$ cat src/hw/scroll_pkg.sv
// Types and constants of the scroll layer; timing assumes one pixel every second clock
package scroll_pkg;

    typedef logic [10:0] cpu_addr_t;   // Bit 10 high selects the code bank
    typedef logic [7:0]  byte_t;
    typedef logic [8:0]  hpos_t;
    typedef logic [7:0]  vpos_t;
    typedef logic [12:0] rom_addr_t;   // Code MSBs, code, row
    typedef logic [31:0] rom_word_t;   // Eight pixels in board bit order
    typedef logic [3:0]  pix_t;
    typedef logic [7:0]  pal_addr_t;   // Palette bits over pixel bits

    localparam int H_TOTAL     = 384;
    localparam int V_TOTAL     = 264;
    localparam int H_VIS_END   = 256;
    localparam int HBLANK_BIT  = $clog2(H_VIS_END);  // hdump bit 8
    localparam int SCROLL_BIT  = 5;                  // Scrolled row starts here
    localparam int V_VIS_START = 16;
    localparam int V_VIS_END   = 240;

    // Attribute byte fields
    localparam int ATTR_CODE_HI = 7;
    localparam int ATTR_CODE_LO = 6;
    localparam int ATTR_VFLIP   = 5;
    localparam int ATTR_HFLIP   = 4;
    localparam int ATTR_PAL_HI  = 3;
    localparam int ATTR_PAL_LO  = 0;

    typedef struct packed {
        hpos_t hdump;
        vpos_t vdump;
        logic  lhbl;      // Low during horizontal blanking
        logic  lvbl;      // Low during vertical blanking
        logic  pxl_cen;
    } video_timing_t;

    typedef struct packed {
        cpu_addr_t addr;
        byte_t     din;
        logic      rnw;
        logic      vram_cs;
        logic      vscr_cs;
    } cpu_bus_t;

    typedef struct packed {
        pal_addr_t addr;
        pix_t      data;
        logic      en;
    } prom_wr_t;

endpackage

$ cat src/hw/scroll_layer.sv
// Tile fetch for one column per 8 pixels; rom_data must settle within four pixel enables
`timescale 1ns/100ps

module scroll_layer (
    input  logic                      clk,
    input  logic                      rst,
    input  logic                      flip,
    input  scroll_pkg::video_timing_t timing,
    input  scroll_pkg::cpu_bus_t      cpu,
    output scroll_pkg::byte_t         vscr_dout,
    output logic [9:0]                rd_addr,
    input  scroll_pkg::byte_t         code,
    input  scroll_pkg::byte_t         attr,
    output scroll_pkg::rom_addr_t     rom_addr,
    input  scroll_pkg::rom_word_t     rom_data,
    output scroll_pkg::pal_addr_t     pal_addr
);

    scroll_pkg::byte_t     vscr;      // CPU scroll value
    scroll_pkg::byte_t     scr_line;  // Scroll value in use for the current line
    scroll_pkg::byte_t     row;       // Effective row, flip applied
    scroll_pkg::byte_t     hdf;
    scroll_pkg::rom_word_t pxl_data;
    scroll_pkg::pix_t      cur_pal;
    scroll_pkg::pix_t      nxt_pal;   // Palette of the tile being fetched
    scroll_pkg::pix_t      nibble;
    logic                  cur_hf;
    logic                  nxt_hf;
    logic                  vflip;
    logic                  hflip;
    logic [2:0]            fine_row;

    // Gathers the four planes of each pixel into one nibble, pixel 7 ends up in bits 31:28
    function automatic scroll_pkg::rom_word_t unscramble(input scroll_pkg::rom_word_t w);
        scroll_pkg::rom_word_t u;
        int p;
        int h;
        int k;
        u = '0;
        for (p = 0; p < 8; p++) begin
            h = (p / 4) * 16;  // Upper half word for pixels 4-7
            k = p % 4;
            u[4*p +: 4] = {w[h+8+k], w[h+12+k], w[h+k], w[h+4+k]};
        end
        return u;
    endfunction

    assign hdf      = timing.hdump[7:0] ^ {8{flip}};  // Counts down when flipped
    assign vflip    = attr[scroll_pkg::ATTR_VFLIP];
    assign hflip    = attr[scroll_pkg::ATTR_HFLIP];
    assign rd_addr  = {row[7:3], hdf[7:3]};           // 32 rows by 32 columns
    assign fine_row = row[2:0] ^ {3{vflip}};
    assign nibble   = cur_hf ? pxl_data[3:0] : pxl_data[31:28];
    assign pal_addr = {cur_pal, nibble};

    // Scroll register and line row
    always_ff @(posedge clk or posedge rst) begin
        if (rst) begin
            vscr      <= '0;
            scr_line  <= '0;
            row       <= '0;
            vscr_dout <= '0;
        end else begin
            if (cpu.vscr_cs && !cpu.rnw) begin
                vscr <= cpu.din;
            end
            if (cpu.vscr_cs && cpu.rnw) begin
                vscr_dout <= vscr;
            end
            if (timing.hdump[scroll_pkg::HBLANK_BIT]) begin
                // Plain row in blanking, scroll picked up for the next line
                scr_line <= vscr;
                row      <= {8{flip}} ^ timing.vdump;
            end else if (timing.hdump[scroll_pkg::SCROLL_BIT]) begin
                row <= {8{flip}} ^ (timing.vdump + scr_line);
            end
        end
    end

    // Address and attributes at hdf 0, word in at hdf 4, one nibble per enable after that.
    // Pixel k of a column is clocked into the PROM output at hdf 8c+5+k
    always_ff @(posedge clk) begin
        if (timing.pxl_cen) begin
            if (hdf[2:0] == 3'd0) begin
                rom_addr <= {attr[scroll_pkg::ATTR_CODE_HI:scroll_pkg::ATTR_CODE_LO],
                             code, fine_row};
                nxt_hf   <= hflip;
                nxt_pal  <= attr[scroll_pkg::ATTR_PAL_HI:scroll_pkg::ATTR_PAL_LO];
            end
            if (hdf[2:0] == 3'd4) begin
                pxl_data <= unscramble(rom_data);
                cur_hf   <= nxt_hf;
                cur_pal  <= nxt_pal;
            end else begin
                pxl_data <= cur_hf ? pxl_data >> 4 : pxl_data << 4;  // Low nibble first on hflip
            end
        end
    end

endmodule

$ cat config.mk
export PLATFORM = sky130hd
export DESIGN_NAME = scroll_layer
export DESIGN_NICKNAME = d
export VERILOG_FILES = /design/src/hw/scroll_pkg.sv /design/src/hw/scroll_layer.sv
export SDC_FILE = /design/constraint.sdc
export NUM_CORES = 1
export LEC_CHECK = 0
export BUFFER_PORTS_ARGS = -buffer_cell sky130_fd_sc_hd__buf_4
export CAP_MARGIN = 10
export CORE_MARGIN = 2
export CORE_UTILIZATION = 50
export DETAILED_ROUTE_END_ITERATION = 8
export HOLD_SLACK_MARGIN = 0.02
export PLACE_DENSITY = 0.88
export SYNTH_ARGS = -nofsm -noshare
export SYNTH_HDL_FRONTEND = slang
export SYNTH_SLANG_ARGS = --single-unit
$ cat constraint.sdc
create_clock -name clk -period 2.2 [get_ports clk]
set_input_delay 0.11 -clock clk [delete_from_list [all_inputs] [get_ports clk]]
set_output_delay 0.11 -clock clk [all_outputs]
set_load 0.02 [all_outputs]
# After elaboration in Yosys (flattened, before gate mapping)
# Index checks and enable logic that the tools add are counted.
# op_classes
magnitude_cmp	0
n_eq_ne	1
div	0
multipliers	0
bitwise	4
n_reduce_logical	7
addsub	1
n_mux	5
shifts	0
# op_table
cell	n
2-to-1 mux 32 bit	2
bitwise XOR 8 bit	3
2-to-1 mux 8 bit	2
adder 8 bit	1
2-to-1 mux 4 bit	1
AND reduction 2 bit	2
equality test 3 bit, second input constant	1
logical NOT 3 bit	1
bitwise XOR 3 bit	1
logical AND 1 bit	2
nonzero test 2 bit	1
logical NOT 1 bit	1
# word_totals
regBits	87
romBits	0
inputBits	93
word_cells	28
ramBits	0
output_inout_bits	39
n_memories	0
latch_bits	0

# Longest topological paths before layout
# Gate-level depths: netlist (run 1).
# depth
ltp_word	4
ltp_mapped	8

# Worst setup path after synthesis (run 1)
# OpenSTA, ideal clock, no wires.
# synth_timing
kind	input port to flip-flop
start	input port flip
end	register nxt_hf, enable pin
n_path_buf	1
arrival_ns	1.850
slack_ns	-0.071
stages	3
cell_sequence	clkbuf_1 > nand4_1 > a21boi_0
# synth_via
elab_chain_len	3
# synth_rtl
item	line	source
start: declaration	scroll_layer.sv:7	input logic flip,
bitwise XOR 8 bit	scroll_layer.sv:48	assign hdf = timing.hdump[7:0] ^ {8{flip}};
logical NOT 3 bit	scroll_layer.sv:84	if (hdf[2:0] == 3'd0) begin
AND reduction 2 bit (no line)	--	
end signal: assignment	scroll_layer.sv:87	nxt_hf <= hflip;
end: declaration	scroll_layer.sv:28	logic nxt_hf;
# Every way passes these cells.
# A chain may end at the register's enable or synchronous reset.

# Worst setup path after layout (run 1)
# layout_timing
start	register scr_line[0]
end	register row[4]
# layout_via
elab_chain_len	4
# layout_rtl
item	line	source
start: declaration	scroll_layer.sv:20	scroll_pkg::byte_t scr_line;
start signal: assignment	scroll_layer.sv:72	scr_line <= vscr;
adder 8 bit	scroll_layer.sv:75	row <= {8{flip}} ^ (timing.vdump + scr_line);
bitwise XOR 8 bit	scroll_layer.sv:75	
2-to-1 mux 8 bit	scroll_layer.sv:74	end else if (timing.hdump[scroll_pkg::SCROLL_BIT]) begin
2-to-1 mux 8 bit	scroll_layer.sv:70	if (timing.hdump[scroll_pkg::HBLANK_BIT]) begin
end signal: assignment	scroll_layer.sv:73	row <= {8{flip}} ^ timing.vdump;
end signal: assignment	scroll_layer.sv:75	
end: declaration	scroll_layer.sv:21	scroll_pkg::byte_t row;
# Every way passes these cells. The select of a mux whose other input is x is not followed.

==> metrics.md, run 1 <==
| Metric | Value |
|---|---|
| Status | finished, final reports clean |
| Most frequent cells in the layout | buf_4, edfxtp_1, nor2_1 |
| Clk sinks | 87 |
| FF-to-FF End | row[4]$_DFFE_PP0P_ |
| Clock network power share | between 20% and 30% |
| NetSw | 1.12 mW |
| GPL Wtd Cong | 0.834 |
| Cts bufs inserted | 9 |
| Width of the chip | between 90 and 100 microns |
| Filler cell count in the final layout | ~590 |
| Die area | 9140 sq um |
| Post-synthesis mux area share | 13.2% |
| Post-synth cell types | 47 |
| Worst-case reg-to-reg path depth | 8 |
| Post-Route M1 WL | 3.69 mm |
| Number of global-route vias before repair | roughly 3,000 |
| Final-report max-slew violation count | 0 |
| Reg area | 2450 sq um |
| Synth Area in Adders | between 2 and 3% |
| Fin crit period | 2.09 ns |
| Worst-margin pin slew | ~0.7 ns |
| Crit Path Category | flip-flop to flip-flop |
| Iteration-0 DRC Markers | 127 |
| WHS | 0.0680 ns |
| Port Buf Inserts | 117 |
| Met3 wire len | about 450 microns |
| Pint | roughly 2.8 mW |
| Clk root buf | clkbuf_8 |
| Skew final | 0.00941 ns |
| Routed length on met2 | 4.59 mm |
| Crit path from | scr_line[0]$_DFFE_PP0P_ |
| Ys async rst share | 36.8% |
| Pwr per Cell Area | 707 nW/um^2 |
| Hold Startpoint | timing[3] |
| Vias per cell | 5.32 |
| Total negative slack | 0 ns |
| Largest family of logic cells by synthesized area | multiplexers |
| Final setup fails | 0 |
| Critical Path End Type | flip-flop |
| Critical path arrival | between 2 and 2.5 ns |
| Leakage dissipation | 2.39 nW |
| Gate power share | a little under a quarter |
| Synth Register Bits | 87 |
| Routed WL | just under 9 mm |
| Hold Path Depth | 4 |
| Max-cap violations | 0 |
| DRT Pass-1 Iters | 4 |
| EDFF count, synth | 55 |
| Min-Delay Path Class | primary input to flip-flop |
| Achievable Freq | 479 MHz |
| Syn_nets | 441 |
| Worst reg-to-reg setup slack | 0.11 ns |
| Routed Antenna Nets | 0 |
| Ports | 132 |
| Clk Latency, worst-skew pair | 0.34 ns |
| Tot GR Track Use | between 10% and 20% |
| Largest net degree at the start of global routing | 65 |
| Post-synthesis sequential area ratio | around three fifths |
| Multi-input logic area | around 1600 sq um |
| Syn Area/Cell | 12.3 sq um |
| Initial antenna violation count | 0 |
| Peak supply drop | 0.541 mV |
| Fin. Hold Viols | 0 |
| H-tree Lvls | 3 |
| Drc violations | 0 |
| Switching part of the total | 28.5% |
| Clock Path Buffers | 2 |
| Total grt overflow | 0 |
| Synthesized instance count | 340 |
| Worst Hold End | row[0]$_DFFE_PP0P_ |
| Fraction of layout cells with a size suffix above 1 | 34.4% |
| Relative slew margins | a little over half |
| Core Area | 8180 sq um |
| Synth Area in Compound Gates | 11.1% |
| Post-synth top flop | edfxtp_1 |
| Worst Setup Start Kind | flip-flop |
| Post-route cell area | 5560 sq um |
| Via Count | 3,108 |
| Most area-consuming cells after synthesis | edfxtp_1, dfrtp_1, mux2i_1 |
| Post-DP Area | 5150 sq um |
| Synthesized area | 4200 sq um |
| Cell taking the most area after synthesis | edfxtp_1 |
| Reg-to-reg startpoint | scr_line[0]$_DFFE_PP0P_ |
| Wire per inst | 15.2 microns |
| Clock-pin slew on the worst setup and hold paths | 0.09 ns |
| Yosys warns | 0 |
| Most common cell after layout, fill and taps aside | buf_4 |
| Synth Area in XOR/XNOR | 2.71% |
| N_diodes | 0 |
| First-pass GRT wire length | approximately 14 mm |
| Y dimension of the die | 95.6 microns |
| Synth top area share | approximately 40% |
| Final net count | 575 |
| Reg power frac | 51.4% |
| CP max FO | 3 |
| CTS tree | built |
| Area Growth Syn to Fin | 32.6% |
| RSZ-0062 raised after global routing | no |
| DR top layer | met4 |
| Dpl hpwl | ~6.3 mm |
| Starting density of the core | 51.3% |
| WP data required | 2.48 ns |
| Period Utilization, post-route | 95.0% |
| FP Rows | 33 |
| Simple-gate share of the synthesized area | 7.87% |
kinds of logic (layout without fill, tap and decap cells):
| group | after synthesis | after routing |
|---|---|---|
| AOI/OAI and AO/OA | 72 | 72 |
| xor gates and xnor gates | 13 | 13 |
| adders and majority gates | 8 | 8 |
| buffers and inverters | 38 | 177 |
| DFF | 87 | 87 |
| muxes | 52 | 52 |
| and+or+nand+nor | 70 | 70 |
worst max-delay path, stage by stage, from the launching register on:
cell	delay, ns
dfrtp_1	0.35
ha_1	0.18
inv_1	0.06
fa_1	0.41
nand2b_1	0.20
a21o_1	0.19
a21boi_1	0.14
a221oi_1	0.30
o22a_1	0.18
cells in the mapped netlist, drive strengths merged (2+ instances only):
library cell / count
mux2: 27
a21o: 2
buf: 16
xor2: 11
a21oi: 30
nand2: 9
nor2: 34
ha: 7
clkbuf: 6
mux2i: 25
nor2b: 5
a21boi: 2
nand3: 8
xnor2: 2
nand2b: 2
a211oi: 3
nor3: 2
o221a: 2
a221oi: 2
dfrtp: 32
nor3b: 2
nand3b: 4
or3: 2
o211ai: 2
edfxtp: 55
o22a: 2
o22ai: 5
o21ai: 13
a2bb2oi: 3
inv: 16
cell type report:
cell class | count | share of cell area, %
clock buffer | 10 | 2.29
sequential | 87 | 44.1
multi-input combinational | 215 | 28.5
tap | 105 | 2.36
timing repair buffer | 145 | 20.9
inverter | 16 | 1.08
clock inverter | 6 | 0.787
registers in the layout, summed over array words and instances, names as in the netlist:
signal and flops:
nxt_pal 4, cur_hf 1, nxt_hf 1, vscr_dout 8, cur_pal 4, scr_line 8, row 8, rom_addr 13
pxl_data 32, vscr 8
what timing repair did:
item / CTS / global route
hold buffers: 24 / 0
buffers inserted: 0 / 0
resized for setup: 0 / 1
endpoints found under the hold margin: 55 / 0
endpoints found under the setup margin: 0 / 2
power by group through the flow:
stage / clock network (mW) / registers (mW) / logic, mW
after floorplan: 0 / 2.08 / 0.516
after global placement: 0 / 2.05 / 0.853
after detailed placement: 0 / 2.06 / 0.885
after CTS: 1.02 / 2.02 / 0.928
after global routing: 1.08 / 2.04 / 1.01
final: 0.980 / 2.02 / 0.931
metal layers:
layer,GRT usage [%],vias to the layer above
met5,0,-
met4,6.90,0
met3,3.95,12
met2,34.5,91
met1,23.3,1495
li1,-,1510
per-stage QoR:
step	power, mW	std cells	setup slack, ns	utilization (%)
finish	3.93	584	0.111	68.1
global route	4.13	584	0.0100	68.1
CTS	3.97	584	0.0944	68.0
detailed placement	2.94	544	0.116	63.0
global placement	2.90	544	0.187	63.0
floorplan	2.60	340	0.285	-
how the worst max path moves through the flow:
stage,to,slack (ns),depth (start not counted)
2_1_floorplan,row[6]$_DFFE_PP0P_,0.28,8
3_3_place_gp,row[6]$_DFFE_PP0P_,0.19,8
5_1_grt,row[4]$_DFFE_PP0P_,0.01,8
6_report,row[4]$_DFFE_PP0P_,0.11,8
4_1_cts,row[6]$_DFFE_PP0P_,0.09,7
3_5_place_dp,row[6]$_DFFE_PP0P_,0.12,8
Note: power is estimated with default switching activity, not from simulation.
==> run 2, diff against run 1 <==
ABC_AREA = 1   (was unset)
BUFFER_PORTS_ARGS = unset   (was -buffer_cell sky130_fd_sc_hd__buf_4)
DONT_BUFFER_PORTS = 1   (was unset)
PLACE_DENSITY = 0.75   (was 0.88)
==> run 2 against run 1 <==
Against the previous run: largest cell class unchanged; largest power group unchanged; critical path type unchanged; sequential share of layout area grew 3.4 points; clock power rose by 7%; critical endpoint is now row[1]$_DFFE_PP0P_; flip-flop and latch count stayed put; first-iteration DRC count grew 43%; combinational power decreased by 31%; cell count increased by 2.2%; design area decreased by 7.2%; global-route usage is 0.57 points higher.
==> metrics.md, run 2 <==
| Metric | Value |
|---|---|
| Drc violations | 0 |
| Largest net degree at the start of global routing | 36 |
| Iteration-0 DRC Markers | 181 |
| Post-synth top cells | nand2_1, edfxtp_1, dfrtp_1 |
| Routed Antenna Nets | 0 |
| Post-route insts no fill | 597 |
| Worst-margin pin slew | 0.513 ns |
| Ys async rst share | 36.8% |
| Fin. Hold Viols | 0 |
| Pwr per Cell Area | roughly 740 nW/um^2 |
| Cell with the most instances after synthesis | nand2_1 |
| Clock network power share | between 20 and 30% |
| GPL Wtd Cong | 0.847 |
| Wire per inst | 15.4 microns |
| Vias per cell | 5.27 |
| Total power | 3.80 mW |
| Initial antenna violation count | 0 |
| Leakage dissipation | 2.17 nW |
| Reg with most FFs | pxl_data |
| Via Count | 3,148 |
| First-pass GRT wire length | ~15 mm |
| EDFF count, synth | 55 |
| DRT Pass-1 Iters | 4 |
| Achievable Freq | 484 MHz |
| Reg power frac | 55.6% |
| Max-cap violations | 0 |
| NetSw | between 1 and 1.5 mW |
| CP max FO | 2 |
| WP data required | 2.49 ns |
| Placed Instances | around 520 |
| Largest registers | pxl_data x32, rom_addr x13 |
| Routed WL | 9.17 mm |
| WHS | 0.0245 ns |
| Most common cell after layout, fill and taps aside | nand2_1 |
| Filler cell count in the final layout | 699 |
| Die area | 9540 sq um |
| Tot GR Track Use | around a fifth |
| Post-synth cell types | 32 |
| Critical path arrival | 2.35 ns |
| Pint | 2.69 mW |
| Fraction of layout cells with a size suffix above 1 | 13.9% |
| Core Area | 8590 sq um |
| Yosys warns | 0 |
| Synthesized area | 4390 sq um |
| Total negative slack | 0 ns |
| Crit Path Category | flip-flop to flip-flop |
| Pre-CTS WS | ~0.42 ns |
| Synth Register Bits | 87 |
| RSZ-0062 raised after global routing | no |
| Slack of the critical path | around 0.13 ns |
| Gate power share | 16.9% |
| Final net count | 585 |
| Starting density of the core | 51.0% |
| Cell taking the most area after synthesis | edfxtp_1 |
| Port Buf Inserts | 0 |
| Final setup fails | 0 |
| FP Rows | 34 |
| N_diodes | 0 |
| Clock-pin slew on the worst setup and hold paths | 0.09 ns |
| Worst Setup Start Kind | flip-flop |
| Switching part of the total | 29.3% |
| Clk Latency, worst-skew pair | 0.36 ns |
| Clk root buf | clkbuf_8 |
| Clk sinks | a little under 90 |
| Final-report max-slew violation count | 0 |
| Synthesized instance count | 436 |
| Dpl hpwl | 6.13 mm |
| Most frequent cells in the layout | nand2_1, dlygate4sd3_1, edfxtp_1 |
| Fin crit period | just over 2 ns |
| Total grt overflow | 0 |
| Post-synth top flop | edfxtp_1 |
| Min-Delay Path Class | primary input to flip-flop |
| Area Growth Syn to Fin | 17.7% |
| Ports | 132 |
| Number of global-route vias before repair | around 3,000 |
| Width of the chip | 97.7 microns |
| Largest register FFs | 32 |
| Skew final | ~0.012 ns |
| Synth top area share | 37.6% |
| Y dimension of the die | 97.7 microns |
| H-tree Lvls | 3 |
| Status | finished, final reports clean |
| CTS tree | built |
| Syn Area/Cell | between 10 and 15 sq um |
| Relative slew margins | 65.8% |
| Period Utilization, post-route | 93.9% |
| Critical Path End Type | flip-flop |
| Syn_nets | 537 |
| Peak supply drop | 0.459 mV |
| Most area-consuming cells after synthesis | edfxtp_1, dfrtp_1, nand2_1 |
| Clock Path Buffers | 2 |
| Cts bufs inserted | 9 |
| Post-synthesis sequential area ratio | a little under three fifths |
-- run 2: metrics by stage --
step           utilization (%)  area (sq um)
3_5_place_dp              51.0          4380
5_1_grt                   60.1          5160
4_1_cts                   60.1          5160
2_1_floorplan                -          4390
6_report                  60.1          5160
3_3_place_gp              51.0          4380
-- run 2: repair_timing --
| item | 4_1_cts | 5_1_grt |
|---|---|---|
| buffers inserted | 0 | 0 |
| hold endpoints to repair | 126 | 0 |
| gates resized for setup | 0 | 0 |
| hold buffers | 58 | 0 |
-- run 2: path summary, 6_finish.rpt --
check,start,slack (ns),end,depth (start not counted)
max reg2reg,scr_line[0]$_DFFE_PP0P_,0.13,row[1]$_DFFE_PP0P_,8
max,scr_line[0]$_DFFE_PP0P_,0.13,row[1]$_DFFE_PP0P_,8
min in group asynchronous,rst,0.30,row[5]$_DFFE_PP0P_,3
min reg2reg,nxt_pal[3]$_DFFE_PP_,0.44,cur_pal[3]$_DFFE_PP_,0
min,rom_data[6],0.02,pxl_data[8]$_DFFE_PP_,2
max in group asynchronous,rst,1.61,vscr_dout[0]$_DFFE_PP0P_,3
-- run 2: kinds of logic (layout without fill, tap and decap cells) --
family / Yosys count / in the layout / synth area share (%)
adders and majority gates: 8 / 8 / 2.45
xor gates and xnor gates: 12 / 12 / 2.57
AOI/OAI and AO/OA: 54 / 54 / 9.70
DFF: 87 / 87 / 55.9
and+or+nand+nor: 208 / 208 / 20.1
buffers and inverters: 59 / 112 / 7.27
muxes: 8 / 8 / 2.05
-- run 2: per-layer routing --
layer / GRT usage, % / share of wire [%]
met2: 31.6 / 47
met5: 0 / 0
met4: 7.80 / 2.1
met3: 6.04 / 7.1
met1: 26.0 / 43
-- run 2: area by class of cell --
cell class	instances	area, sq um	share of cell area, %
clock inverters	6	52.6	1.02
clock buffers	10	138	2.67
inverters	33	138	2.67
multi-input cells	290	1620	31.4
repair buffers	63	628	12.2
well taps	108	135	2.62
flip-flops and latches	87	2450	47.5
-- run 2: critical path: stages, from the launching register on --
cell,delay (ns)
dfrtp_1,0.36
ha_1,0.17
inv_1,0.06
fa_1,0.48
nand2_1,0.05
o21ai_1,0.11
nand2_1,0.06
dlygate4sd3_1,0.56
a31oi_1,0.16
-- run 2: power groups by stage --
stage	logic, mW	registers (mW)	clock network, mW
after detailed placement	0.537	2.15	0
after global routing	0.732	2.13	1.14
after floorplan	0.524	2.09	0
final	0.642	2.11	1.05
after global placement	0.516	2.14	0
after CTS	0.645	2.11	1.08
