$ cat src/hw/scroll_pkg.sv
// Types and constants of the scroll layer; timing assumes one pixel every second clock
package scroll_pkg;

    typedef logic [10:0] cpu_addr_t;   // Bit 10 high selects the code bank
    typedef logic [7:0]  byte_t;
    typedef logic [8:0]  hpos_t;
    typedef logic [7:0]  vpos_t;
    typedef logic [12:0] rom_addr_t;   // Code MSBs, code, row
    typedef logic [31:0] rom_word_t;   // Eight pixels in board bit order
    typedef logic [3:0]  pix_t;
    typedef logic [7:0]  pal_addr_t;   // Palette bits over pixel bits

    localparam int H_TOTAL     = 384;
    localparam int V_TOTAL     = 264;
    localparam int H_VIS_END   = 256;
    localparam int HBLANK_BIT  = $clog2(H_VIS_END);  // hdump bit 8
    localparam int SCROLL_BIT  = 5;                  // Scrolled row starts here
    localparam int V_VIS_START = 16;
    localparam int V_VIS_END   = 240;

    // Attribute byte fields
    localparam int ATTR_CODE_HI = 7;
    localparam int ATTR_CODE_LO = 6;
    localparam int ATTR_VFLIP   = 5;
    localparam int ATTR_HFLIP   = 4;
    localparam int ATTR_PAL_HI  = 3;
    localparam int ATTR_PAL_LO  = 0;

    typedef struct packed {
        hpos_t hdump;
        vpos_t vdump;
        logic  lhbl;      // Low during horizontal blanking
        logic  lvbl;      // Low during vertical blanking
        logic  pxl_cen;
    } video_timing_t;

    typedef struct packed {
        cpu_addr_t addr;
        byte_t     din;
        logic      rnw;
        logic      vram_cs;
        logic      vscr_cs;
    } cpu_bus_t;

    typedef struct packed {
        pal_addr_t addr;
        pix_t      data;
        logic      en;
    } prom_wr_t;

endpackage

$ cat src/hw/video_timing.sv
// Beam counters for 384x264; vdump is the low byte of the line count, so lines 256-263 alias 0-7
`timescale 1ns/100ps

module video_timing (
    input  logic                      clk,
    input  logic                      rst,
    output scroll_pkg::video_timing_t timing
);

    logic              cen;
    scroll_pkg::hpos_t hcnt;
    scroll_pkg::hpos_t hcnt_nxt;
    logic [8:0]        vcnt;      // Full line count, V_TOTAL needs 9 bits
    logic [8:0]        vcnt_nxt;
    logic              lhbl;
    logic              lvbl;

    // Next beam position, advanced only on the pixel enable
    always_comb begin
        hcnt_nxt = hcnt;
        vcnt_nxt = vcnt;
        if (cen) begin
            if (hcnt == scroll_pkg::hpos_t'(scroll_pkg::H_TOTAL - 1)) begin
                hcnt_nxt = '0;
                if (vcnt == 9'(scroll_pkg::V_TOTAL - 1)) begin
                    vcnt_nxt = '0;
                end else begin
                    vcnt_nxt = vcnt + 1'b1;
                end
            end else begin
                hcnt_nxt = hcnt + 1'b1;
            end
        end
    end

    // Blanking flags follow the next count so they line up with hdump and vdump
    always_ff @(posedge clk or posedge rst) begin
        if (rst) begin
            cen  <= 1'b0;
            hcnt <= '0;
            vcnt <= '0;
            lhbl <= 1'b0;
            lvbl <= 1'b0;
        end else begin
            cen  <= ~cen;  // Every second clock
            hcnt <= hcnt_nxt;
            vcnt <= vcnt_nxt;
            lhbl <= ~hcnt_nxt[scroll_pkg::HBLANK_BIT];
            lvbl <= (vcnt_nxt >= 9'(scroll_pkg::V_VIS_START)) &&
                    (vcnt_nxt < 9'(scroll_pkg::V_VIS_END));
        end
    end

    assign timing = '{
        hdump:   hcnt,
        vdump:   vcnt[7:0],
        lhbl:    lhbl,
        lvbl:    lvbl,
        pxl_cen: cen
    };

endmodule

$ cat config.mk
export PLATFORM = sky130hd
export DESIGN_NAME = video_timing
export DESIGN_NICKNAME = d
export VERILOG_FILES = /design/src/hw/scroll_pkg.sv /design/src/hw/video_timing.sv
export SDC_FILE = /design/constraint.sdc
export NUM_CORES = 1
export LEC_CHECK = 0
export ABC_AREA = 0
export BUFFER_PORTS_ARGS = -buffer_cell sky130_fd_sc_hd__buf_2
export CAP_MARGIN = 20
export CORE_ASPECT_RATIO = 0.5
export CORE_UTILIZATION = 40
export DETAILED_ROUTE_END_ITERATION = 10
export GPL_TIMING_DRIVEN = 0
export PLACE_DENSITY_LB_ADDON = 0.2
export SKIP_LAST_GASP = 1
export SYNTH_ARGS = -nofsm -noshare
export SYNTH_HDL_FRONTEND = slang
export SYNTH_SLANG_ARGS = --single-unit
export TNS_END_PERCENT = 5
$ cat constraint.sdc
create_clock -name clk -period 3.4 [get_ports clk]
set_input_delay 0.68 -clock clk [delete_from_list [all_inputs] [get_ports clk]]
set_output_delay 0.68 -clock clk [all_outputs]
set_load 0.1 [all_outputs]
* Word-level counts from Yosys, hierarchy flattened
Index checks and enable logic that the tools add are counted.
Cells by class: muxes and demuxes 5, bitwise logic cells 2, equal/unequal tests 2, $lt $le $gt $ge 2, reductions and logical operators 1, $add $sub $neg 2
Operators with widths (number):
- 9-bit 2-to-1 mux | 5
- 9-bit by 1-bit adder with 9-bit output, second input constant | 2
- 9-bit == test, second input constant | 2
- 9-bit by 5-bit >= comparator with 1-bit output, second input constant | 1
- 9-bit by 8-bit less-than comparator with 1-bit output, second input constant | 1
- 1-bit NOT | 2
- 1-bit logical AND | 1
Word-level totals: output and inout port bits 20, register bits 21, logic and storage cells 20, bits of input ports 2

* Logic depth before layout (Yosys ltp)
Gate-level depths: netlist (run 1).
depth in word-level cells 6, gate-level depth with buffers 7, gate-level depth less buffers 7

* Worst setup path before layout (run 1)
OpenSTA, ideal clock, no wires.
path kind flip-flop to flip-flop, start point reg hcnt[1], end point reg lvbl, stages on the path, launching flop included 8, setup slack 0.492 ns, required time 3.252 ns, data arrival time 2.760 ns, library setup time 0.148 ns, cells stage by stage dfrtp_1 -> ha_1 -> nand4_4 -> or3_1 -> buf_2 -> or3_4 -> a2111oi_4 -> a311oi_2
Between the ends: word-level cells in the longest chain between the ends 5
RTL lines:
- start, declared | RTL line video_timing.sv:11 | scroll_pkg::hpos_t hcnt;
- start signal, assigned | RTL line video_timing.sv:46 | hcnt <= hcnt_nxt;
- 9-bit == test * | RTL line video_timing.sv:23 | if (hcnt == scroll_pkg::hpos_t'(scroll_pkg::H_TOTAL - 1)) begin
- 9-bit 2-to-1 mux * | RTL line video_timing.sv:23
- 9-bit 2-to-1 mux * | RTL line video_timing.sv:22 | if (cen) begin
- 9-bit by 5-bit >= comparator with 1-bit output / 9-bit by 8-bit less-than comparator with 1-bit output (equally long branches) | RTL line video_timing.sv:49, video_timing.sv:50
- 1-bit logical AND * | RTL line video_timing.sv:49 | lvbl <= (vcnt_nxt >= 9'(scroll_pkg::V_VIS_START)) &&
- end signal, assigned | RTL line video_timing.sv:49
- end, declared | RTL line video_timing.sv:16 | logic lvbl;
Every way passes the cells marked *; elsewhere a longest branch is shown, timed or not. A chain may end at the register's enable or synchronous reset.

* Worst setup path in the final report (run 1)
start point reg hcnt[0], end point reg lvbl
The elaborated chain is that of the path after synthesis.

==> results summary, run 1 <==
The run finished with clean final reports. The delay contributed by the slowest stage of the critical path is 400 ps. For this run, design rule violations remaining after detail routing come to 0. The fraction of the mapped netlist area in compound gates came out at 0.1051. The number of enable flip-flop cells after synthesis is 0. After detailed routing, the average wire length per cell comes to 11.63 um. The share of the yosys chip area belonging to registers is 0.4550. TritonCTS built the clock tree. The all-layer global routing usage came out at 0.1480. The worst setup path is captured at a register. The area of placed instances is 1306 um2. The total half-perimeter wirelength after legalization and detailed placement came out at 1.491 mm. The number of antenna violations at the first check in global routing is 0.

The count of buffers inserted at the top-level ports is 21. The portion of the clock cycle consumed by the worst path in the final layout came out at 0.6864. The number of setup buffers added after CTS is 0. The synthesized design spends more area on one cell type than any other, namely sky130_fd_sc_hd__dfrtp_1. The count of cell types in the netlist came out at 32. VDD sags by at most 209.1 uV. The number of buffers inserted during clock tree synthesis is 3. The number of max-cap violations came out at 0. The boundary pin count came out at 22. The maximum fanout along the worst path came out at 9. In this run the static leakage power is 0.6519 nW.

The portion of netlist area occupied by mux cells came out at 0.009751. The area growth from synthesis to layout came out at 17.12%. The via count of the first global-routing pass came to 705. The fraction of the mapped netlist area in adder cells is 0.02167. Gates resized during post-CTS repair numbered 0.

The detailed-route wire length is 2.035 mm. The slowest stage of the critical path is the sky130_fd_sc_hd__dfrtp_1 cell. The headroom to the max-slew limit came out at 0.4686. Ranked by total cell area, the synthesized netlist is headed by sky130_fd_sc_hd__dfrtp_1, sky130_fd_sc_hd__buf_4, sky130_fd_sc_hd__xnor2_1. The XOR/XNOR share of the synthesized area came out at 0.06826. The slew of the pin with the lowest slew margin is 796.2 ps. The cell area after layout came out at 1353 um2.

The number of H-tree branching levels came out at 1. The commonest cells after synthesis are sky130_fd_sc_hd__dfrtp_1, sky130_fd_sc_hd__buf_4, sky130_fd_sc_hd__nand2_1, sky130_fd_sc_hd__inv_1, sky130_fd_sc_hd__xnor2_1. The clock tree skew after final layout is 1.207 ps.

Timing would allow up to 428.5 MHz. The floorplan step defined a core boundary enclosing 2668 um2. The max-slew violation count is 0. The synthesized design contains 21 register bits.

The kind of start point of the critical path is a register. The critical path required time is 3520 ps. The clock period minus worst slack is 2334 ps. The share of synthesized area in the top cell type comes to 0.4550. The Yosys step of the flow raised 0 warnings.

For this design the ratio of total power to cell area is 308.1 nW/um2. The final number of setup-violating endpoints is 0. The worst-case clock buffer depth came out at 2. The largest family of logic cells by synthesized area is simple AND/OR/NAND/NOR gates. The total nets after synthesis came out at 117. Among all flip-flop cells after synthesis, the most frequent one is sky130_fd_sc_hd__dfrtp_1. A synthesized cell averages 10.22 um2. The floorplan die height is 40.00 um.

The number of sinks driven by the clock tree is 21. The initial core utilization is 0.4329. The first global-routing pass estimated 3.284 mm of wire. The number of placement rows is 13. The routability-driven placement congestion ratio came out at 0.6990. The width of the chip came out at 77.99 um.

The count of antenna-violating nets left after detailed routing came out at 0. The final total negative setup slack is 0 ps. The violation count after the first detailed-routing iteration came out at 38. The worst hold path belongs to the class reg -> reg. The post-layout total power came out at 0.4167 mW. The worst hold margin is 529.8 ps. The detailed-route vias per instance is 4.846. The number of iterations in the first detailed-routing pass is 4. Clock tree synthesis selected as its root buffer the cell sky130_fd_sc_hd__clkbuf_8. The share of flip-flops with an asynchronous set or reset after synthesis is 1.000. The final net count came out at 143. The final standard cell utilization of the core is 0.5070.

The simple-gate share of the synthesized area is 0.2286. The most frequently used cell type in the post-synthesis netlist is sky130_fd_sc_hd__dfrtp_1. After clock tree synthesis, the clock-pin slew on the worst setup and hold paths is 70 ps. Global routing finished with a remaining overflow of 0.

The arrival time of data at the critical path endpoint came out at 2450 ps. Entering global routing, the biggest net connects 22 pins. The worst-skew pair later-pin latency came out at 260 ps.

Setup repair after global routing left no endpoint under its margin. The number of instances in the synthesized netlist came out at 113. The final number of hold-violating endpoints is 0. The path type of the worst setup path is reg -> reg. In the final layout, the share of cells above drive strength 1 is 0.3478.

The die covers 3119 um2. Walking the worst path, the cells encountered are ha_1 -> nand4_4 -> or3_1 -> buf_2 -> or3_4 -> a2111oi_4 -> a311oi_2. The antenna diode instance count is 0.

Summing over every cut layer, the via total after detailed routing is 848. The total standard cell area after synthesis came out at 1155 um2. The number of hold-repair buffers added at the cts stage is 0.
-- report_power, final --
part | switching, mW | internal (mW)
Sequential | 0 | 0.250
Clock | 0.0803 | 0.0816
Combinational | 0.00479 | 0.000461
-- per-layer routing --
metal / share of wire / wire, um / global-route usage / vias up
met2: 0.44 / 889 / 0.2345 / 14
li1: - / - / - / 435
met5: 0 / 0 / 0 / -
met1: 0.52 / 1049 / 0.1958 / 397
met3: 0.035 / 72 / 0.06136 / 2
met4: 0.012 / 24 / 0.02778 / 0
-- area by class of cell --
class	count	area [um2]
plain buffers	13	95.09
clock buffers	3	41.29
clock inverters	1	5.005
fillers	263	1315
inverters	9	33.78
multi-input cells	70	500.5
flip-flops and latches	21	525.5
well taps	37	46.29
repair buffers	21	105.1
-- flip-flops by register name (all words and copies together) (netlist names) --
signal and cells:
cen 1, hcnt 9, lhbl 1, lvbl 1, vcnt 9
-- metrics by stage --
stage / instances / setup slack, ps
final: 175 / 1066
after global routing: 175 / 932.8
after CTS: 175 / 1061
after detailed placement: 171 / 1082
after global placement: 171 / 1109
after floorplan: 113 / 492.3
-- cell families after synthesis --
kind of cell | Yosys count
xor gates and xnor gates | 9
adders and majority gates | 2
muxes | 1
and+or+nand+nor | 44
AOI/OAI and AO/OA | 14
DFF | 21
buffers and inverters | 22
-- critical path: cells and delay by family, from the launching register on --
kind / cells / cell delay [ps]
buffers and inverters: 1 / 160
AND/OR/NAND/NOR: 3 / 920
flip-flops: 1 / 400
adder cells (fa/ha/maj): 1 / 260
AO/OA/AOI/OAI: 2 / 450
-- cell usage in the layout (no fill, tap or decap), types with 2 or more instances in the layout --
cell,n
sky130_fd_sc_hd__buf_4,12
sky130_fd_sc_hd__nand4b_1,2
sky130_fd_sc_hd__nor3_1,2
sky130_fd_sc_hd__dfrtp_1,21
sky130_fd_sc_hd__nor4_1,4
sky130_fd_sc_hd__inv_1,9
sky130_fd_sc_hd__nor2_1,7
sky130_fd_sc_hd__nand4_1,2
sky130_fd_sc_hd__nand3_1,6
sky130_fd_sc_hd__clkbuf_8,3
sky130_fd_sc_hd__buf_2,22
sky130_fd_sc_hd__o21ai_0,5
sky130_fd_sc_hd__o31ai_1,2
sky130_fd_sc_hd__nand2_1,12
sky130_fd_sc_hd__ha_1,2
sky130_fd_sc_hd__o311ai_0,2
sky130_fd_sc_hd__xnor2_1,8
-- path summary, 6_finish.rpt --
kind	slack [ps]	from	cells after the start	to
max in group asynchronous	2350	rst	2	vcnt[8]$_DFF_PP0_
worst max-delay path	1070	hcnt[0]$_DFFE_PP0P_	7	lvbl$_DFF_PP0_
worst min-delay path	530	vcnt[1]$_DFF_PP0_	2	vcnt[1]$_DFF_PP0_
worst min register to register	530	vcnt[1]$_DFF_PP0_	2	vcnt[1]$_DFF_PP0_
worst max register to register	1070	hcnt[0]$_DFFE_PP0P_	7	lvbl$_DFF_PP0_
min in group asynchronous	560	rst	2	hcnt[5]$_DFFE_PP0P_
Note: power is estimated with default switching activity, not from simulation.
==> run 2, diff against run 1 <==
- ABC_AREA: 0 -> 1
- clock period: 3.4 -> 2.34 ns (I/O delays scaled with it)
==> results summary, run 2 <==
Setup repair after global routing missed its margin: no (unchanged). The number of placement rows came out at 13 (unchanged). The number of setup buffers added after CTS is 0 (unchanged). The maximum fanout along the worst path came out at 7 (was 9). The final net count came out at 181 (was 143).

The violation count after the first detailed-routing iteration came out at 46 (was 38). The post-layout total power was 0.6089 mW (was 0.4167 mW). The fmax is 564.0 MHz. The initial core utilization came out at 0.4417 (was 0.4329). The largest net degree at the start of global routing came out at 22 (unchanged).

The top-area cell type share of the netlist area is 0.4380 (was 0.4550). The clock transition at the registers of the reported paths is 80 ps (was 70 ps). The total standard cell area after synthesis came out at 1200 um2 (was 1155 um2).

The number of buffers inserted during clock tree synthesis came out at 3 (unchanged). The number of instances in the synthesized netlist was 151 (was 113). The number of synthesized register bits came out at 21 (unchanged). The routability-driven placement congestion ratio came to 0.7359 (was 0.6990). The share of the yosys chip area belonging to registers came to 0.4380 (was 0.4550). The final number of setup-violating endpoints is 0 (unchanged). The post-synthesis area per instance was 7.946 um2 (was 10.22 um2). The detailed-route vias per instance came out at 4.465 (was 4.846). The count of buffers inserted at the top-level ports came out at 21 (unchanged). The launch point of the worst reg-to-reg path was hcnt[0]$_DFFE_PP0P_ (unchanged). The most area-hungry cell type in the Yosys netlist is sky130_fd_sc_hd__dfrtp_1 (unchanged). The number of gates given a new drive strength after cts is 0 (unchanged).

The slew of the pin with the lowest slew margin came out at 785.4 ps (was 796.2 ps). Top flop regs: hcnt (9), vcnt (9) (unchanged). The floorplan die height came to 40.73 um (was 40.00 um).

The number of enable flip-flop cells after synthesis was 0 (unchanged). The number of warning messages in the yosys log is 0 (unchanged). The root buffer cell is sky130_fd_sc_hd__clkbuf_8 (unchanged).

The portion of the clock cycle consumed by the worst path in the final layout came out at 0.7577. The via count of the first global-routing pass is 701 (was 705). The global-route wire length before repair was 3.284 mm (unchanged).

Status: finished, final reports clean (unchanged). The switching power as a share of total power is 0.2087 (was 0.2042). The count of antenna-violating nets left after detailed routing was 0 (unchanged). The final number of hold-violating endpoints is 0 (unchanged). The worst setup path startpoint is vcnt[7]$_DFF_PP0_ (was hcnt[0]$_DFFE_PP0P_). The number of hold-repair buffers added at the cts stage is 0 (unchanged). Leading cell types in the layout, fill and taps excluded: sky130_fd_sc_hd__nand2_1, sky130_fd_sc_hd__inv_1, sky130_fd_sc_hd__dfrtp_1, sky130_fd_sc_hd__buf_2, sky130_fd_sc_hd__nor2_1 (was sky130_fd_sc_hd__buf_2, sky130_fd_sc_hd__dfrtp_1, sky130_fd_sc_hd__buf_4, sky130_fd_sc_hd__nand2_1, sky130_fd_sc_hd__inv_1). The final standard cell utilization of the core came out at 0.5145 (was 0.5070). The total half-perimeter wirelength after legalization and detailed placement came out at 1.647 mm (was 1.491 mm). The kind of start point of the critical path is a register (unchanged). The max-slew violation count is 0 (unchanged).

The fraction of final layout cells sized beyond drive strength 1 is 0.2670 (was 0.3478). The cell at the slowest stage of the critical path is sky130_fd_sc_hd__dfrtp_1 (unchanged). The worst vdd rail ir drop was 337.4 uV (was 209.1 uV). The share of power burned in registers came out at 0.595 (was 0.599). The path type of the worst setup path is reg -> out (was reg -> reg). The total nets after synthesis came out at 155 (was 117). The count of cell types in the netlist is 25 (was 32). Top area cells in the synthesized netlist: sky130_fd_sc_hd__dfrtp_1, sky130_fd_sc_hd__nand2_1, sky130_fd_sc_hd__inv_1 (was sky130_fd_sc_hd__dfrtp_1, sky130_fd_sc_hd__buf_4, sky130_fd_sc_hd__xnor2_1). The number of iterations in the first detailed-routing pass was 4 (unchanged). The critical path required time was 1870 ps (was 3520 ps). The static leakage was 0.7716 nW (was 0.6519 nW).

The total vias in the final route is 951 (was 848). The width of the chip is 79.46 um (was 77.99 um). The combinational cell fraction of total power came out at 0.012 (was 0.013). The gate family responsible for the most delay along the worst path is buffers and inverters (was simple AND/OR/NAND/NOR gates). The all-layer global routing usage is 0.1428 (was 0.1480). The CTS tree is yes (unchanged). The worst-case clock buffer depth is 2 (unchanged). The switching power is 0.1271 mW (was 0.08506 mW). The overall die area came out at 3236 um2 (was 3119 um2). The clock tree skew after final layout is 5.685 ps (was 1.207 ps). The slack of the worst reg-to-reg path is 610 ps (was 1070 ps). The detailed-route wire length is 2.159 mm (was 2.035 mm).

The part of the power in the clock network is 0.392 (was 0.388). The DRC violations left was 0 (unchanged). The boundary pin count came out at 22 (unchanged). The arrival time of data at the critical path endpoint is 1310 ps (was 2450 ps).

The cell-internal power is 0.4818 mW (was 0.3316 mW). The headroom to the max-slew limit is 0.4758 (was 0.4686). The buffer and inverter count on the worst path is 2 (was 1). The most frequently used cell type in the post-synthesis netlist is sky130_fd_sc_hd__nand2_1 (was sky130_fd_sc_hd__dfrtp_1). The antenna diode instance count came out at 0 (unchanged).

The share of flip-flops with an asynchronous set or reset after synthesis is 1.000 (unchanged). The area growth from synthesis to layout is 16.48% (was 17.12%). The clock period minus worst slack is 1773 ps. The final total negative setup slack came to 0 ps (unchanged). The type of the tightest min-delay check is in -> async (was reg -> reg). The number of antenna violations at the first check in global routing came out at 0 (unchanged). The overflow left after global routing is 0 (unchanged).

The number of max-cap violations was 0 (unchanged). The power density over the cells is 435.7 nW/um2 (was 308.1 nW/um2). Synth cell count leaders: sky130_fd_sc_hd__nand2_1, sky130_fd_sc_hd__inv_1, sky130_fd_sc_hd__dfrtp_1, sky130_fd_sc_hd__nor2_1, sky130_fd_sc_hd__buf_4 (was sky130_fd_sc_hd__dfrtp_1, sky130_fd_sc_hd__buf_4, sky130_fd_sc_hd__nand2_1, sky130_fd_sc_hd__inv_1, sky130_fd_sc_hd__xnor2_1). The worst-skew pair later-pin latency came out at 260 ps (about the same). The delay contributed by the slowest stage of the critical path was 480 ps (was 400 ps).

The number of H-tree branching levels is 1 (unchanged). The number of sinks driven by the clock tree is 21 (unchanged). The kind of end point of the critical path is an output port (was register).

Critical Path, Cell by Cell: buf_4 -> buf_2 (was ha_1 -> nand4_4 -> or3_1 -> buf_2 -> or3_4 -> a2111oi_4 -> a311oi_2). The detailed-route wire length per cell came to 10.14 um (was 11.63 um). The most common library cell in the layout ignoring fill and taps is sky130_fd_sc_hd__nand2_1 (was sky130_fd_sc_hd__buf_2). The most instantiated flip-flop cell in the synthesis netlist is sky130_fd_sc_hd__dfrtp_1 (unchanged).

The placeable core area is 2716 um2 (was 2668 um2).
-- run 2: cell count changes after synthesis, moves of 2 or more --
cell                       previous run  this run
sky130_fd_sc_hd__xor2_1               1         5
sky130_fd_sc_hd__nand2_1             12        40
sky130_fd_sc_hd__o311ai_0             2         0
sky130_fd_sc_hd__nor2_4               0         2
sky130_fd_sc_hd__inv_1                9        23
sky130_fd_sc_hd__o31ai_1              2         0
sky130_fd_sc_hd__nand2_2              0         3
sky130_fd_sc_hd__xnor2_1              8         1
sky130_fd_sc_hd__nand3_1              6         4
sky130_fd_sc_hd__a21oi_1              0         4
sky130_fd_sc_hd__nand4b_1             2         0
sky130_fd_sc_hd__nor4_1               4         0
sky130_fd_sc_hd__nor2_1               7        17
-- run 2: path summary, 6_finish.rpt --
| check | to | depth (start not counted) |
|---|---|---|
| min in group clk | hcnt[4]$_DFFE_PP0P_ | 1 |
| worst min-delay path | vcnt[4]$_DFF_PP0_ | 2 |
| worst max register to register | lvbl$_DFF_PP0_ | 8 |
| max in group asynchronous | hcnt[8]$_DFF_PP0_ | 2 |
| worst max-delay path | timing[10] | 2 |
| worst min register to register | hcnt[4]$_DFFE_PP0P_ | 1 |
-- run 2: through the flow --
stage	setup WS [ps]	instances	cell area, um2	hold slack, ps
6_report	566.9	213	1398	340.0
5_1_grt	466.3	213	1398	413.7
4_1_cts	579.2	213	1398	377.3
3_5_place_dp	599.8	209	1351	502.0
3_3_place_gp	637.1	209	1351	500.7
2_1_floorplan	125.7	151	1200	444.5
-- run 2: cell type report --
type / instances / area (um2)
Fill cell: 268 / 1319
Buffer: 12 / 93.84
Clock inverter: 1 / 5.005
Inverter: 23 / 86.33
Sequential cell: 21 / 525.5
Multi-Input combinational cell: 95 / 494.2
Timing Repair Buffer: 21 / 105.1
Clock buffer: 3 / 41.29
Tap cell: 37 / 46.29
-- run 2: power groups by stage --
stage          Combinational, mW  Clock, mW  Sequential (mW)
2_1_floorplan            0.00543          0            0.370
3_3_place_gp             0.00823          0            0.370
3_5_place_dp             0.00848          0            0.370
4_1_cts                  0.00838      0.247            0.362
5_1_grt                  0.00930      0.262            0.363
6_report                 0.00755      0.239            0.363
-- run 2: worst reg2reg max path: stages (launching register included) --
cell and delay (ps):
sky130_fd_sc_hd__dfrtp_1 420, sky130_fd_sc_hd__ha_1 210, sky130_fd_sc_hd__nand2_2 90, sky130_fd_sc_hd__nor2_4 170, sky130_fd_sc_hd__nand3_4 140, sky130_fd_sc_hd__nor2_4 200
sky130_fd_sc_hd__inv_1 110, sky130_fd_sc_hd__o21ai_1 230, sky130_fd_sc_hd__a21oi_2 50
-- run 2: kinds of logic (layout without fill, tap and decap cells) --
logic type | count (synthesis) | count (layout) | synth area share
flip-flops | 21 | 21 | 0.4380
adder cells (fa/ha/maj) | 2 | 2 | 0.02085
AND/OR/NAND/NOR | 72 | 72 | 0.2722
AO/OA/AOI/OAI | 15 | 15 | 0.07508
buffers and inverters | 35 | 60 | 0.1502
XOR/XNOR | 6 | 6 | 0.04380
-- run 2: layer usage --
metal | vias to the layer above | track usage | part of all wire
met2 | 21 | 0.2201 | 0.43
met4 | 0 | 0.02727 | 0.0088
met5 | - | 0 | 0
li1 | 502 | - | -
met1 | 426 | 0.1941 | 0.51
met3 | 2 | 0.05333 | 0.057
==> run 3, diff against run 2 <==
- clock period: 2.34 -> 1.6 ns (I/O delays scaled with it)
==> results summary, run 3 (synthesis results as in run 2) <==
The final reports fail on negative setup slack. The largest net degree at the start of global routing came to 22 (unchanged). The all-layer global routing usage is 0.1483 (was 0.1428). The most used routing layer is met2 (unchanged). The clock period minus worst slack came out at 1616 ps. The CTS tree was yes (unchanged). The area growth from synthesis to layout came to 27.32% (was 16.48%).

The path type of the worst setup path is reg -> reg (was reg -> out). The floorplan die height is 40.73 um (unchanged). The cell area after layout came out at 1528 um2 (was 1398 um2). The slew of the pin with the lowest slew margin came out at 819.9 ps (was 785.4 ps).

The routability-driven placement congestion ratio came out at 0.8110 (was 0.7359). The area of placed instances came out at 1390 um2 (was 1351 um2). The width of the chip was 79.46 um (unchanged). Leading cell types in the layout, fill and taps excluded: sky130_fd_sc_hd__nand2_1, sky130_fd_sc_hd__inv_1, sky130_fd_sc_hd__buf_2, sky130_fd_sc_hd__buf_4, sky130_fd_sc_hd__nor2_1 (was sky130_fd_sc_hd__nand2_1, sky130_fd_sc_hd__inv_1, sky130_fd_sc_hd__dfrtp_1, sky130_fd_sc_hd__buf_2, sky130_fd_sc_hd__nor2_1).

The DRC violations left came to 0 (unchanged). The violation count after the first detailed-routing iteration is 51 (was 46). Of the available clock period, the critical path in the final layout requires 1.010. The overall die area is 3236 um2 (unchanged). The worst hold margin is 207.7 ps (was 340.0 ps).

The fraction of final layout cells sized beyond drive strength 1 came to 0.3641 (was 0.2670). The final instance count without filler cells is 221 (was 213). The number of H-tree branching levels is 1 (unchanged). The fmax is 618.8 MHz.

The detailed-route wire length is 2.279 mm (was 2.159 mm). The antenna diode instance count came out at 0 (unchanged). The global-route wire length before repair came out at 3.456 mm (was 3.284 mm). The final number of hold-violating endpoints came to 0 (unchanged). The number of buffers inserted during clock tree synthesis is 3 (unchanged).

The number of sinks driven by the clock tree is 21 (unchanged). The arrival time of data at the critical path endpoint was 1770 ps (was 1310 ps). The final number of setup-violating endpoints came out at 1 (was 0). The area occupied by multi-input gates came out at 514.2 um2 (was 494.2 um2). The power density over the cells came out at 592.5 nW/um2 (was 435.7 nW/um2).

The global-route met1 utilization is 0.1927 (was 0.1941). The placeable core area came out at 2716 um2 (unchanged). The total of fill cells in the finished design came out at 237 (was 268). The critical path required time came out at 1750 ps (was 1870 ps). The worst-case clock buffer depth came out at 2 (unchanged). The count of buffers inserted at the top-level ports came out at 21 (unchanged). The number of placement rows is 13 (unchanged). The detailed-route vias per instance is 4.561 (was 4.465). The met3 track demand over resource is 0.05333 (unchanged). The number of hold-repair buffers added at the cts stage is 0 (unchanged).

The worst vdd rail ir drop is 487.8 uV (was 337.4 uV). The setup slack of the critical path after layout is -16.16 ps (was 566.9 ps). The fraction of met2 tracks used by global routing came out at 0.2457 (was 0.2201). The initial core utilization came out at 0.4417 (unchanged).

The kind of end point of the critical path is a register (was output port). The kind of start point of the critical path is a register (unchanged). The clock transition at the registers of the reported paths is 80 ps (about the same). The max-slew violation count is 0 (unchanged).

The most common library cell in the layout ignoring fill and taps is sky130_fd_sc_hd__nand2_1 (unchanged). The overflow left after global routing came out at 0 (unchanged). Setup repair after global routing missed its margin: yes (was no).

The root buffer cell is sky130_fd_sc_hd__clkbuf_8 (unchanged). The slack of the worst reg-to-reg path is -20 ps (was 610 ps). The number of max-cap violations came out at 0 (unchanged).

The type of the tightest min-delay check is in -> async (unchanged). The total vias in the final route is 1008 (was 951). The final net count came out at 189 (was 181). The worst-skew pair later-pin latency came to 260 ps (about the same).

The total half-perimeter wirelength after legalization and detailed placement came out at 1.580 mm (was 1.647 mm). Top flop regs: hcnt (9), vcnt (9) (unchanged). The number of antenna violations at the first check in global routing is 0 (unchanged). The area of all sequential standard cells is 551.8 um2 (was 525.5 um2). The clock tree skew after final layout came out at 3.833 ps (was 5.685 ps). The number of iterations in the first detailed-routing pass came out at 4 (unchanged).

The via count of the first global-routing pass came out at 795 (was 701). The count of antenna-violating nets left after detailed routing came out at 0 (unchanged). The maximum fanout along the worst path came out at 6 (was 7). The boundary pin count is 22 (unchanged). The detailed-route wire length per cell came out at 10.31 um (was 10.14 um). The static leakage is 0.8022 nW (was 0.7716 nW).

The headroom to the max-slew limit is 0.4528 (was 0.4758). The number of cells after detailed placement is 209 (unchanged). Status: finished, violations left (was finished, final reports clean).
[run 3: power by group]
| group | leakage (nW) | total [mW] | switching (mW) | internal (mW) |
|---|---|---|---|---|
| sequential | 0.261 | 0.530 | 0 | 0.530 |
| combinational | 0.519 | 0.0116 | 0.0106 | 0.000992 |
| clock | 0.0217 | 0.364 | 0.188 | 0.176 |
| total | 0.802 | 0.905 | 0.198 | 0.707 |
[run 3: area by class of cell]
class,count,area share
Sequential cell,21,0.3612
Inverter,23,0.05651
Clock inverter,1,0.004914
Timing Repair Buffer,29,0.1196
Clock buffer,3,0.02703
Tap cell,37,0.03030
Buffer,12,0.06388
Multi-Input combinational cell,95,0.3366
[run 3: critical path, cell delays in order (launching register included)]
cell and delay, ps:
sky130_fd_sc_hd__dfrtp_4 450, sky130_fd_sc_hd__ha_4 140, sky130_fd_sc_hd__nand2_2 70, sky130_fd_sc_hd__nor2_4 130, sky130_fd_sc_hd__nand3_4 130, sky130_fd_sc_hd__nor2_4 210
sky130_fd_sc_hd__inv_1 110, sky130_fd_sc_hd__o21ai_1 210, sky130_fd_sc_hd__a21oi_2 50
[run 3: per-layer routing]
metal	vias up	part of all wire
met3	0	0.042
met5	-	0
met4	0	0
met2	19	0.47
li1	523	-
met1	466	0.49
[run 3: what timing repair did]
| item | CTS | global route |
|---|---|---|
| buffers inserted | 6 | 1 |
| setup endpoints to repair | 3 | 6 |
| cloned | 0 | 1 |
| gates resized for setup | 1 | 2 |
| pin swaps | 1 | 1 |
[run 3: metrics by stage]
stage,power (mW),setup TNS (ps),utilization,worst slack (ps)
4_1_cts,0.9199,-23.23,0.5477,-13.05
3_3_place_gp,0.5534,-72.00,0.5117,-72.00
5_1_grt,0.9393,-470.8,0.5624,-124.0
3_5_place_dp,0.5542,-61.59,0.5117,-61.59
6_report,0.9052,-16.16,0.5624,-16.16
2_1_floorplan,0.5490,-213.5,-,-149.9
[run 3: path summary, 6_finish.rpt]
| kind | startpoint | end | depth (start not counted) |
|---|---|---|---|
| min | rst | vcnt[4]$_DFF_PP0_ | 2 |
| max in group asynchronous | rst | hcnt[6]$_DFFE_PP0P_ | 2 |
| min in group clk | hcnt[4]$_DFFE_PP0P_ | hcnt[4]$_DFFE_PP0P_ | 1 |
| max reg2reg | hcnt[0]$_DFFE_PP0P_ | lvbl$_DFF_PP0_ | 8 |
| min reg2reg | hcnt[4]$_DFFE_PP0P_ | hcnt[4]$_DFFE_PP0P_ | 1 |
| max | hcnt[0]$_DFFE_PP0P_ | lvbl$_DFF_PP0_ | 8 |
